File: src/hw/riscv_pkg.sv
package riscv_pkg;

    localparam int XLEN = 32;
    localparam logic [XLEN-1:0] RESET_PC = 32'h0000_0000;

    typedef enum logic [2:0] {
        FETCH,
        DECODE,
        EXECUTE,
        MEMORY,
        WRITEBACK
    } state_t;

    typedef enum logic [6:0] {
        OP_LUI    = 7'b0110111,
        OP_AUIPC  = 7'b0010111,
        OP_JAL    = 7'b1101111,
        OP_JALR   = 7'b1100111,
        OP_BRANCH = 7'b1100011,
        OP_LOAD   = 7'b0000011,
        OP_STORE  = 7'b0100011,
        OP_I_TYPE = 7'b0010011,
        OP_R_TYPE = 7'b0110011
    } opcode_t;

    typedef enum logic [3:0] {
        ALU_ADD,
        ALU_SUB,
        ALU_SLL,
        ALU_SLT,
        ALU_SLTU,
        ALU_XOR,
        ALU_SRL,
        ALU_SRA,
        ALU_OR,
        ALU_AND
    } alu_op_t;

    // arithmetic funct3
    localparam logic [2:0] F3_ADD_SUB = 3'b000;
    localparam logic [2:0] F3_SLL     = 3'b001;
    localparam logic [2:0] F3_SLT     = 3'b010;
    localparam logic [2:0] F3_SLTU    = 3'b011;
    localparam logic [2:0] F3_XOR     = 3'b100;
    localparam logic [2:0] F3_SR      = 3'b101;  // srl / sra by funct7
    localparam logic [2:0] F3_OR      = 3'b110;
    localparam logic [2:0] F3_AND     = 3'b111;

    // branch funct3
    localparam logic [2:0] F3_BEQ  = 3'b000;
    localparam logic [2:0] F3_BNE  = 3'b001;
    localparam logic [2:0] F3_BLT  = 3'b100;
    localparam logic [2:0] F3_BGE  = 3'b101;
    localparam logic [2:0] F3_BLTU = 3'b110;
    localparam logic [2:0] F3_BGEU = 3'b111;

    // load / store size funct3
    localparam logic [2:0] F3_B  = 3'b000;
    localparam logic [2:0] F3_H  = 3'b001;
    localparam logic [2:0] F3_W  = 3'b010;
    localparam logic [2:0] F3_BU = 3'b100;
    localparam logic [2:0] F3_HU = 3'b101;

endpackage

File: src/hw/state_machine.sv
module state_machine (
    input  logic                clk,
    input  logic                rst_n,
    input  riscv_pkg::opcode_t  opcode,
    input  logic                fetch_done,
    input  logic                mem_done,
    output riscv_pkg::state_t   now_state,
    output logic                stage_finish
);
    import riscv_pkg::*;

    state_t next_state;

    always_ff @(posedge clk, negedge rst_n) begin
        if (!rst_n) begin
            now_state <= FETCH;
        end else if (stage_finish) begin
            now_state <= next_state;
        end
    end

    // only the memory stages wait on a handshake
    always_comb begin
        case (now_state)
            FETCH:   stage_finish = fetch_done;
            MEMORY:  stage_finish = mem_done;
            default: stage_finish = 1'b1;
        endcase
    end

    always_comb begin
        next_state = FETCH;
        case (now_state)
            FETCH:   next_state = DECODE;
            DECODE:  next_state = EXECUTE;
            EXECUTE: begin
                case (opcode)
                    OP_BRANCH: next_state = FETCH;      // done after compare
                    OP_LOAD,
                    OP_STORE:  next_state = MEMORY;
                    OP_R_TYPE,
                    OP_I_TYPE,
                    OP_JAL,
                    OP_JALR,
                    OP_LUI,
                    OP_AUIPC:  next_state = WRITEBACK;
                    default:   next_state = FETCH;      // unknown opcode dropped
                endcase
            end
            MEMORY:  next_state = (opcode == OP_LOAD) ? WRITEBACK : FETCH;
            default: next_state = FETCH;
        endcase
    end

endmodule

File: src/hw/fetch_unit.sv
module fetch_unit (
    input  logic                        clk,
    input  logic                        rst_n,
    input  riscv_pkg::state_t           now_state,
    input  logic                        stage_finish,
    input  logic                        pc_load,
    input  logic [riscv_pkg::XLEN-1:0]  pc_target,
    output logic                        imem_req,
    output logic [riscv_pkg::XLEN-1:0]  imem_addr,
    input  logic                        imem_ready,
    input  logic [riscv_pkg::XLEN-1:0]  imem_rdata,
    output logic [riscv_pkg::XLEN-1:0]  pc,
    output logic [riscv_pkg::XLEN-1:0]  instr,
    output logic                        fetch_done
);
    import riscv_pkg::*;

    logic [XLEN-1:0] fetch_pc;  // address of the next instruction

    // request stays up for the whole FETCH visit
    assign imem_req   = (now_state == FETCH);
    assign imem_addr  = fetch_pc;
    assign fetch_done = imem_req && imem_ready;

    always_ff @(posedge clk, negedge rst_n) begin
        if (!rst_n) begin
            fetch_pc <= RESET_PC;
            pc       <= RESET_PC;
        end else if (fetch_done) begin
            pc       <= fetch_pc;
            fetch_pc <= fetch_pc + 32'd4;  // sequential successor
        end else if (now_state == EXECUTE && stage_finish && pc_load) begin
            fetch_pc <= pc_target;  // taken branch or jump
        end
    end

    always_ff @(posedge clk) begin
        if (fetch_done) begin
            instr <= imem_rdata;
        end
    end

endmodule

File: src/hw/instr_decoder.sv
module instr_decoder (
    input  logic [riscv_pkg::XLEN-1:0]  instr,
    output riscv_pkg::opcode_t          opcode,
    output logic [4:0]                  rd,
    output logic [4:0]                  rs1,
    output logic [4:0]                  rs2,
    output logic [2:0]                  funct3,
    output logic [riscv_pkg::XLEN-1:0]  imm,
    output riscv_pkg::alu_op_t          alu_op
);
    import riscv_pkg::*;

    logic [6:0] funct7;

    assign opcode = opcode_t'(instr[6:0]);
    assign rd     = instr[11:7];
    assign funct3 = instr[14:12];
    assign rs1    = instr[19:15];
    assign rs2    = instr[24:20];
    assign funct7 = instr[31:25];

    always_comb begin
        case (opcode)
            OP_STORE:  imm = {{20{instr[31]}}, instr[31:25], instr[11:7]};
            OP_BRANCH: imm = {{19{instr[31]}}, instr[31], instr[7], instr[30:25],
                              instr[11:8], 1'b0};
            OP_LUI,
            OP_AUIPC:  imm = {instr[31:12], 12'b0};
            OP_JAL:    imm = {{11{instr[31]}}, instr[31], instr[19:12], instr[20],
                              instr[30:21], 1'b0};
            default:   imm = {{20{instr[31]}}, instr[31:20]};  // I format
        endcase
    end

    always_comb begin
        alu_op = ALU_ADD;  // address math, lui, auipc
        if (opcode == OP_R_TYPE || opcode == OP_I_TYPE) begin
            case (funct3)
                F3_ADD_SUB: begin
                    // subi does not exist
                    if (opcode == OP_R_TYPE && funct7[5]) begin
                        alu_op = ALU_SUB;
                    end else begin
                        alu_op = ALU_ADD;
                    end
                end
                F3_SLL:  alu_op = ALU_SLL;
                F3_SLT:  alu_op = ALU_SLT;
                F3_SLTU: alu_op = ALU_SLTU;
                F3_XOR:  alu_op = ALU_XOR;
                F3_SR:   alu_op = funct7[5] ? ALU_SRA : ALU_SRL;
                F3_OR:   alu_op = ALU_OR;
                F3_AND:  alu_op = ALU_AND;
                default: alu_op = ALU_ADD;
            endcase
        end
    end

endmodule

File: src/hw/reg_file.sv
module reg_file (
    input  logic                        clk,
    input  logic                        rst_n,
    input  logic [4:0]                  rs1,
    input  logic [4:0]                  rs2,
    output logic [riscv_pkg::XLEN-1:0]  rs1_data,
    output logic [riscv_pkg::XLEN-1:0]  rs2_data,
    input  logic                        wb_en,
    input  logic [4:0]                  wb_rd,
    input  logic [riscv_pkg::XLEN-1:0]  wb_data
);
    import riscv_pkg::*;

    logic [XLEN-1:0] regs [1:31];

    always_ff @(posedge clk, negedge rst_n) begin
        if (!rst_n) begin
            for (int i = 1; i < 32; i++) begin
                regs[i] <= '0;
            end
        end else if (wb_en && wb_rd != 5'd0) begin
            regs[wb_rd] <= wb_data;
        end
    end

    assign rs1_data = (rs1 == 5'd0) ? '0 : regs[rs1];  // x0 hardwired
    assign rs2_data = (rs2 == 5'd0) ? '0 : regs[rs2];

endmodule

File: src/hw/alu.sv
module alu (
    input  riscv_pkg::alu_op_t          alu_op,
    input  logic [2:0]                  funct3,
    input  logic [riscv_pkg::XLEN-1:0]  a,
    input  logic [riscv_pkg::XLEN-1:0]  b,
    output logic [riscv_pkg::XLEN-1:0]  result,
    output logic                        branch_taken
);
    import riscv_pkg::*;

    always_comb begin
        case (alu_op)
            ALU_ADD:  result = a + b;
            ALU_SUB:  result = a - b;
            ALU_SLL:  result = a << b[4:0];
            ALU_SLT:  result = {31'b0, $signed(a) < $signed(b)};
            ALU_SLTU: result = {31'b0, a < b};
            ALU_XOR:  result = a ^ b;
            ALU_SRL:  result = a >> b[4:0];
            ALU_SRA:  result = $unsigned($signed(a) >>> b[4:0]);
            ALU_OR:   result = a | b;
            ALU_AND:  result = a & b;
            default:  result = a + b;
        endcase
    end

    // compare on rs1 / rs2, only meaningful for branches
    always_comb begin
        case (funct3)
            F3_BEQ:  branch_taken = (a == b);
            F3_BNE:  branch_taken = (a != b);
            F3_BLT:  branch_taken = $signed(a) < $signed(b);
            F3_BGE:  branch_taken = $signed(a) >= $signed(b);
            F3_BLTU: branch_taken = a < b;
            F3_BGEU: branch_taken = a >= b;
            default: branch_taken = 1'b0;
        endcase
    end

endmodule

File: src/hw/mem_access.sv
module mem_access (
    input  logic                        clk,
    input  logic                        rst_n,
    input  riscv_pkg::state_t           now_state,
    input  riscv_pkg::opcode_t          opcode,
    input  logic [2:0]                  funct3,
    input  logic [riscv_pkg::XLEN-1:0]  addr,
    input  logic [riscv_pkg::XLEN-1:0]  store_data,
    output logic                        dmem_req,
    output logic                        dmem_we,
    output logic [riscv_pkg::XLEN-1:0]  dmem_addr,
    output logic [3:0]                  dmem_be,
    output logic [riscv_pkg::XLEN-1:0]  dmem_wdata,
    input  logic                        dmem_ready,
    input  logic [riscv_pkg::XLEN-1:0]  dmem_rdata,
    output logic [riscv_pkg::XLEN-1:0]  load_data,
    output logic                        mem_done
);
    import riscv_pkg::*;

    logic [XLEN-1:0] rdata_shifted;

    assign dmem_req  = (now_state == MEMORY);
    assign dmem_we   = dmem_req && (opcode == OP_STORE);
    assign dmem_addr = {addr[XLEN-1:2], 2'b00};
    assign mem_done  = dmem_req && dmem_ready;

    // replicate the store data so every lane carries it
    always_comb begin
        case (funct3)
            F3_B: begin
                dmem_be    = 4'b0001 << addr[1:0];
                dmem_wdata = {4{store_data[7:0]}};
            end
            F3_H: begin
                dmem_be    = 4'b0011 << {addr[1], 1'b0};
                dmem_wdata = {2{store_data[15:0]}};
            end
            default: begin
                dmem_be    = 4'b1111;
                dmem_wdata = store_data;
            end
        endcase
    end

    assign rdata_shifted = dmem_rdata >> {addr[1:0], 3'b000};  // addressed lane to bit 0

    always_ff @(posedge clk, negedge rst_n) begin
        if (!rst_n) begin
            load_data <= '0;
        end else if (mem_done && opcode == OP_LOAD) begin
            case (funct3)
                F3_B:    load_data <= {{24{rdata_shifted[7]}}, rdata_shifted[7:0]};
                F3_H:    load_data <= {{16{rdata_shifted[15]}}, rdata_shifted[15:0]};
                F3_BU:   load_data <= {24'b0, rdata_shifted[7:0]};
                F3_HU:   load_data <= {16'b0, rdata_shifted[15:0]};
                F3_W:    load_data <= dmem_rdata;
                default: load_data <= dmem_rdata;
            endcase
        end
    end

endmodule

File: src/hw/riscv_core.sv
module riscv_core (
    input  logic                        clk,
    input  logic                        rst_n,
    output logic                        imem_req,
    output logic [riscv_pkg::XLEN-1:0]  imem_addr,
    input  logic                        imem_ready,
    input  logic [riscv_pkg::XLEN-1:0]  imem_rdata,
    output logic                        dmem_req,
    output logic                        dmem_we,
    output logic [riscv_pkg::XLEN-1:0]  dmem_addr,
    output logic [3:0]                  dmem_be,
    output logic [riscv_pkg::XLEN-1:0]  dmem_wdata,
    input  logic                        dmem_ready,
    input  logic [riscv_pkg::XLEN-1:0]  dmem_rdata,
    output logic                        retire_valid,
    output logic [riscv_pkg::XLEN-1:0]  retire_pc,
    output logic                        retire_we,
    output logic [4:0]                  retire_rd,
    output logic [riscv_pkg::XLEN-1:0]  retire_data
);
    import riscv_pkg::*;

    state_t          now_state;
    opcode_t         opcode;
    alu_op_t         alu_op;
    logic            stage_finish;
    logic            fetch_done;
    logic            mem_done;
    logic [4:0]      rd;
    logic [4:0]      rs1;
    logic [4:0]      rs2;
    logic [2:0]      funct3;
    logic [XLEN-1:0] pc;
    logic [XLEN-1:0] instr;
    logic [XLEN-1:0] imm;
    logic [XLEN-1:0] rs1_data;
    logic [XLEN-1:0] rs2_data;
    logic [XLEN-1:0] op_rs1;
    logic [XLEN-1:0] op_rs2;
    logic [XLEN-1:0] alu_a;
    logic [XLEN-1:0] alu_b;
    logic [XLEN-1:0] alu_result;
    logic [XLEN-1:0] exe_result;
    logic [XLEN-1:0] load_data;
    logic [XLEN-1:0] wb_data;
    logic [XLEN-1:0] pc_target;
    logic            branch_taken;
    logic            is_jump;
    logic            pc_load;
    logic            wb_en;

    state_machine i_state_machine (.*);
    fetch_unit    i_fetch_unit (.*);
    instr_decoder i_instr_decoder (.*);

    reg_file i_reg_file (
        .clk, .rst_n, .rs1, .rs2, .rs1_data, .rs2_data,
        .wb_en, .wb_rd(rd), .wb_data
    );

    alu i_alu (
        .alu_op, .funct3, .a(alu_a), .b(alu_b), .result(alu_result), .branch_taken
    );

    mem_access i_mem_access (
        .clk, .rst_n, .now_state, .opcode, .funct3,
        .addr(exe_result), .store_data(op_rs2),
        .dmem_req, .dmem_we, .dmem_addr, .dmem_be, .dmem_wdata,
        .dmem_ready, .dmem_rdata, .load_data, .mem_done
    );

    // operands sampled in DECODE
    always_ff @(posedge clk) begin
        if (now_state == DECODE) begin
            op_rs1 <= rs1_data;
            op_rs2 <= rs2_data;
        end
    end

    assign alu_a = (opcode == OP_AUIPC) ? pc :
                   (opcode == OP_LUI)   ? '0 : op_rs1;
    assign alu_b = (opcode == OP_R_TYPE || opcode == OP_BRANCH) ? op_rs2 : imm;

    assign is_jump   = (opcode == OP_JAL) || (opcode == OP_JALR);
    assign pc_load   = is_jump || (opcode == OP_BRANCH && branch_taken);
    assign pc_target = (opcode == OP_JALR) ? {alu_result[XLEN-1:1], 1'b0} : pc + imm;

    always_ff @(posedge clk) begin
        if (now_state == EXECUTE) begin
            exe_result <= is_jump ? pc + 32'd4 : alu_result;  // link address for jumps
        end
    end

    assign wb_en   = (now_state == WRITEBACK);
    assign wb_data = (opcode == OP_LOAD) ? load_data : exe_result;

    // last cycle of the final state
    assign retire_valid = stage_finish && (wb_en ||
                          (now_state == MEMORY && opcode == OP_STORE) ||
                          (now_state == EXECUTE && opcode == OP_BRANCH));
    assign retire_pc    = pc;
    assign retire_we    = wb_en;
    assign retire_rd    = rd;
    assign retire_data  = wb_data;

endmodule

File: config.mk
export PLATFORM = sky130hd
export DESIGN_NAME = riscv_core
export DESIGN_NICKNAME = d
export VERILOG_FILES = /design/src/hw/riscv_pkg.sv /design/src/hw/state_machine.sv /design/src/hw/fetch_unit.sv /design/src/hw/instr_decoder.sv /design/src/hw/reg_file.sv /design/src/hw/alu.sv /design/src/hw/mem_access.sv /design/src/hw/riscv_core.sv
export SDC_FILE = /design/constraint.sdc
export NUM_CORES = 2
export LEC_CHECK = 0
export ABC_AREA = 1
export BUFFER_PORTS_ARGS = -buffer_cell sky130_fd_sc_hd__buf_2
export CAP_MARGIN = 20
export CORE_ASPECT_RATIO = 0.5
export CORE_MARGIN = 1.5
export CORE_UTILIZATION = 35
export DETAILED_ROUTE_END_ITERATION = 10
export PLACE_DENSITY = 0.5
export RECOVER_POWER = 50
export SLEW_MARGIN = 20
export SYNTH_ARGS = -nofsm -noshare
export SYNTH_HDL_FRONTEND = slang
export SYNTH_SLANG_ARGS = --single-unit
File: constraint.sdc
create_clock -name clk -period 6.9 [get_ports clk]
set_input_delay 0.345 -clock clk [delete_from_list [all_inputs] [get_ports clk]]
set_output_delay 0.345 -clock clk [all_outputs]
set_load 0.01 [all_outputs]
### Yosys cells after proc, flatten, opt, wreduce, memory -nomap -nowiden

Index checks and enable logic that the tools add are counted.

| cells by class | value |
|---|---|
| add/subtract/negate cells | 5 |
| eq/ne operators | 31 |
| shifts and indexed selects | 6 |
| bitwise operators | 6 |
| reductions and logical operators | 27 |
| magnitude comparators | 8 |
| multiply operators | 0 |
| multiplexer cells | 31 |
| div/mod/pow operators | 0 |

Operators by type and width:

| cell | number |
|---|---|
| $bwmux 992 | 1 |
| $mux 32 | 13 |
| $bmux 32 s5 | 2 |
| $pmux 32 s9 | 1 |
| $demux 32 s5 | 1 |
| $pmux 32 s4 | 1 |
| $pmux 31 s4 | 1 |
| $add 32x3->32 const B | 2 |
| $add 32x32->32 | 2 |
| $ge 32x32->1 | 2 |
| $lt 32x32->1 | 2 |
| $pmux 32 s2 | 1 |
| $and 32x32->32 | 1 |
| $eq 32x32->1 | 1 |
| $ne 32x32->1 | 1 |
| $or 32x32->32 | 1 |
| $pmux 4 s8 | 1 |
| $shl 32x5->32 | 1 |
| $shr 32x5->16 | 1 |
| $shr 32x5->32 | 1 |
| $sshr 32x5->32 | 1 |
| $sub 32x32->32 | 1 |
| $xor 32x32->32 | 1 |
| $eq 7x6->1 const B | 3 |
| 31 further kinds | 71 |

| storage, ports and cells | value |
|---|---|
| latch bits | 0 |
| memories | 0 |
| bits in writable memories | 0 |
| memory bits (read-only) | 0 |
| input port bits | 68 |
| word-level logic and storage cells | 153 |
| register bits after elaboration | 1219 |

### Depth between registers and ports, before layout

| logic depth | value |
|---|---|
| depth after elaboration | 11 |
| mapped depth | 35 |
| gate-level depth less buffers | 33 |

### Hierarchy

A second synthesis with hierarchy kept.

| unflattened totals | value |
|---|---|
| cells, all modules | 13515 |
| area total of the unflattened synthesis | 85037.8 µm² |

Modules (own cells, without submodules):

| module | times used | cells an instance | area each (µm²) |
|---|---|---|---|
| reg_file | 1 | 9248 | 58474.8 |
| alu | 1 | 1975 | 9913.3 |
| riscv_core | 1 | 1116 | 8172.8 |
| fetch_unit | 1 | 511 | 4455.5 |
| mem_access | 1 | 464 | 2935.3 |
| instr_decoder | 1 | 160 | 844.6 |
| state_machine | 1 | 41 | 241.5 |

### Worst setup path after synthesis

Ideal clock, no wire load.

| path | value |
|---|---|
| path kind | flip-flop to flip-flop |
| start | register i_fetch_unit.instr[3] (netlist name) |
| end | register i_fetch_unit.fetch_pc[31], in the netlist i_fetch_unit.imem_addr[31] |
| setup slack | 2.850 ns |
| arrival | 3.929 ns |
| data required time | 6.779 ns |
| clock period less this slack | 4.050 ns |
| stages on the path, launching flop included | 32 |
| buffers on the path | 4 |
| cells stage by stage | edfxtp_1 -> nor2_1 -> nand3_2 -> buf_2 -> buf_2 -> nand2_1 -> inv_1 -> o21ai_0 -> nand2_1 -> o21ai_0 -> ha_1 -> buf_2 -> inv_1 -> nand2_1 -> nor2_1 -> nand2_1 -> inv_1 -> nand2_1 -> nand2_1 -> nand2_1 -> nand2_2 -> xor2_1 -> nand2_1 -> nand3_1 -> nand2_1 -> nand2_1 -> nand2_2 -> nand2_2 -> buf_2 -> nand2_1 -> nor2_1 -> a21oi_1 |

| on the way | value |
|---|---|
| longest elaborated chain between the ends | 10 |
| elaborated cells between the ends (all ways) | 53 |
| classes of those cells | add/sub (3); order compare (4); eq/ne (19); shift (3); mux (12); bitwise (3); reduce/logical (9) |

Ends and longest elaborated chain:

| element | line | source |
|---|---|---|
| start: declaration | fetch_unit.sv:13 | `output logic [riscv_pkg::XLEN-1:0] instr,` |
| start signal: assignment | fetch_unit.sv:39 | `instr <= imem_rdata;` |
| branches (longest 10 deep; another with $add 32x32->32) | n/a |  |
| end signal: assignment | fetch_unit.sv:31 | `fetch_pc <= fetch_pc + 32'd4;` |
| end signal: assignment | fetch_unit.sv:33 | `fetch_pc <= pc_target;` |
| end: declaration | fetch_unit.sv:18 | `logic [XLEN-1:0] fetch_pc;` |

Parallel ways; which one is timed is not known. The select of a mux whose other input is x is not followed.
A chain may end at the register's enable or synchronous reset.

### Worst setup path in the final report

| path | value |
|---|---|
| start | register i_fetch_unit.instr[6] (netlist name) |
| end | register i_fetch_unit.fetch_pc[29], in the netlist i_fetch_unit.imem_addr[29] |

The elaborated chain is that of the path after synthesis.

==> results_dict.tcl <==
set metrics [dict create \
    status "complete, but fails checks" \
    failed_checks "max-capacitance violations, max-slew violations" \
    drv_slew 423 \
    synth_flop_cell "dfrtp_1" \
    first_pass_iters 8 \
    final_common_cell "nand2_1" \
    path_clk_slew_ns 0.07 \
    powerDensity_nw_per_um2 362 \
    die_x_um 656 \
    grt_util_met3 0.0741 \
    met1_usage 0.479 \
    vdd_drop_max_mv 0.222 \
    grt_usage 0.352 \
    hold-path-endpoint "i_mem_access.load_data[5]" \
    cts_tree "yes" \
    placed_cell_area_um2 78400 \
    die_h_um 330 \
    grt_pass1_vias 71400 \
    use_met2 0.527 \
    htreeDepth 3 \
    worstSetupEndpointType "flop" \
    vias 77500 \
    cts.sinks 1219 \
    drt-initial-drc-count 10500 \
    place_congestion 1.02 \
    synth.distinct_cells 64 \
    synth_top_area_cell "dfrtp_1" \
    holdPathStages 5 \
    reg2regPathDepth 28 \
    drt-total-wl_um 392000 \
    setup_tns_ns 0 \
    finalClockSkew_ns 0.0833 \
    postSynthCellCount 10100 \
    cp.required_ns 7.58 \
    root_buffer "clkbuf_16" \
    max_stage_delay_ns 0.69 \
    critPathArrivalTime_ns 7.06 \
    cts_buffers 120 \
    placedCellCount 12600 \
    grt_first_pass_wirelength_um 548000 \
    clock_latency_ns 0.83 \
    syn_area_um2 74700 \
    area_growth_pct 11.2 \
    layoutNonFillerInstCount 12900 \
    fin_nets 10100 \
    path_class "flop to flop" \
    core-area_um2 211000 \
    ys_top_cells_by_area "dfrtp_1, o21ai_0, nand2_1" \
    most-common-layout-cells "nand2_1, o21ai_0, dfrtp_1" \
    fin_crit_sh 0.925 \
    drt-vias-per-instance 6.03 \
    slew_headroom -2.47 \
    synth-edff-count 128 \
    top_usage_layer "met2" \
    reg2reg_from "i_fetch_unit.instr[6]" \
    critPathMaxFanout 35 \
    cp_common_cell "nand2_1" \
    drive_gt1_frac 0.0706 \
    ys_warn_count 0 \
    rsz0062_at_grt "false" \
    num_io_pins 242 \
    ant_nets 0 \
    drv_cap 7 \
    postLayoutCellArea_um2 83100 \
    p_leak_nw 35.1 \
    grt_overflow_total 0 \
    fp-row-count 119 \
    start_util 0.353 \
    worstHoldPathType "primary input to flop" \
    ys_seq_area_frac 0.417 \
    ctsResizeCount 0 \
    yosysTopAreaCellShare 0.366 \
    wl_per_cell_um 30.5 \
    crit_slowest_cell "o21ai_4" \
    worst_pin_slew_ns 5.21 \
    final_util 0.393 \
    antenna_found_initial 20 \
    grt_max_degree 154 \
    hold_viol_final 0 \
    drc 0 \
    rrSetupSlack_ns 0.52 \
    hold-worst-slack_ns 0.0563 \
    hpwl_um 254000 \
    async_reset_ff_frac 0.895 \
    max_freq_mhz 157 \
    numPortBuffers 239 \
    cts_buffer_depth 3 \
    fillers 22400 \
    hp-start "dmem_rdata[5]" \
    synth-seq-cells 1219 \
    reg2reg_to "i_fetch_unit.imem_addr[29]" \
    min_period_ns 6.38 \
    cp-start-kind "flop" \
    avgSynthCellArea_um2 7.38 \
    setup_viol 0 \
    dieArea_um2 216000 \
]
[metal layers]
| metal | share of wire | wire length [um] |
|---|---|---|
| met5 | 0.00010 | 40 |
| met4 | 0.062 | 24300 |
| met3 | 0.10 | 39600 |
| met2 | 0.42 | 165000 |
| met1 | 0.42 | 163000 |
[report_power, final]
group | internal (W) | switching, W
logic | 0.00326 | 0.0103
clock network | 0.00397 | 0.00327
registers | 0.00805 | 0.00116
total | 0.0153 | 0.0148
[stage by stage]
| stage | worst slack [ns] | power [W] |
|---|---|---|
| after floorplan | 2.85 | 0.0160 |
| after global placement | 0.791 | 0.0225 |
| after detailed placement | 0.740 | 0.0224 |
| after CTS | 0.718 | 0.0297 |
| after global routing | 0.131 | 0.0311 |
| final | 0.515 | 0.0301 |
[critical path: cells and delay by family, from the launching register on]
kind	cells	cell delay [ns]
compound gates	3	1.26
fa+ha+maj	1	0.44
flops	1	0.44
buf+inv	6	1.45
simple gates	18	2.67
[cell type report]
class,instances,area [um^2],area share
Clock inverter,43,571,0.00687
Antenna cell,5,12.5,0.000151
Multi-Input combinational cell,7012,36700,0.442
Tap cell,2843,3560,0.0428
Inverter,1047,3980,0.0479
Timing Repair Buffer,513,3460,0.0417
Clock buffer,184,3630,0.0437
Sequential cell,1219,31100,0.375
[flip-flops by register name (all words and copies together), names as in the netlist]
signal                     count
op_rs2                        32
exe_result                    32
i_fetch_unit.imem_addr        32
i_reg_file.regs              992
i_fetch_unit.instr            32
i_mem_access.load_data        32
op_rs1                        32
i_state_machine.now_state      3
i_fetch_unit.pc               32
[how the worst max path moves through the flow]
stage	start	end	cells after the start
detailed placement	i_fetch_unit.instr[6]	i_fetch_unit.imem_addr[29]	28
floorplan	i_fetch_unit.instr[3]	i_fetch_unit.imem_addr[31]	31
finish	i_fetch_unit.instr[6]	i_fetch_unit.imem_addr[29]	28
CTS	i_fetch_unit.instr[6]	i_fetch_unit.imem_addr[29]	28
global route	i_fetch_unit.instr[6]	i_fetch_unit.imem_addr[6]	26
global placement	i_fetch_unit.instr[6]	i_fetch_unit.imem_addr[29]	28
[cell families after synthesis]
| group | Yosys count | share of synthesized area |
|---|---|---|
| compound gates | 3632 | 0.279 |
| xor+xnor | 64 | 0.00751 |
| fa+ha+maj | 133 | 0.0226 |
| buf+inv | 1891 | 0.0991 |
| flops | 1219 | 0.417 |
| other cells | 1 | 0.0000502 |
| simple gates | 3181 | 0.175 |
[synth_stat cells, types with 18 or more instances]
master,count
o22ai_1,41
xor2_1,54
o211ai_1,43
inv_2,20
a31oi_1,58
o21bai_1,18
nand3_1,497
o21ai_0,1941
edfxtp_1,128
a21oi_1,829
o21ai_1,37
clkbuf_1,685
buf_2,51
a22oi_1,41
nor4_1,19
a221oi_1,78
nand2_1,2081
buf_1,45
ha_1,130
nand4_1,52
a211oi_1,42
buf_4,57
o221ai_1,396
dfrtp_1,1091
nor2_1,401
inv_1,1022
or2_2,20
nor3_1,69
[what timing repair did]
| item | in CTS | in global routing |
|---|---|---|
| hold buffers | 63 | 0 |
| hold endpoints to repair | 131 | 0 |
| buffers inserted | 0 | 0 |
Power figures use the tool's default switching activity.
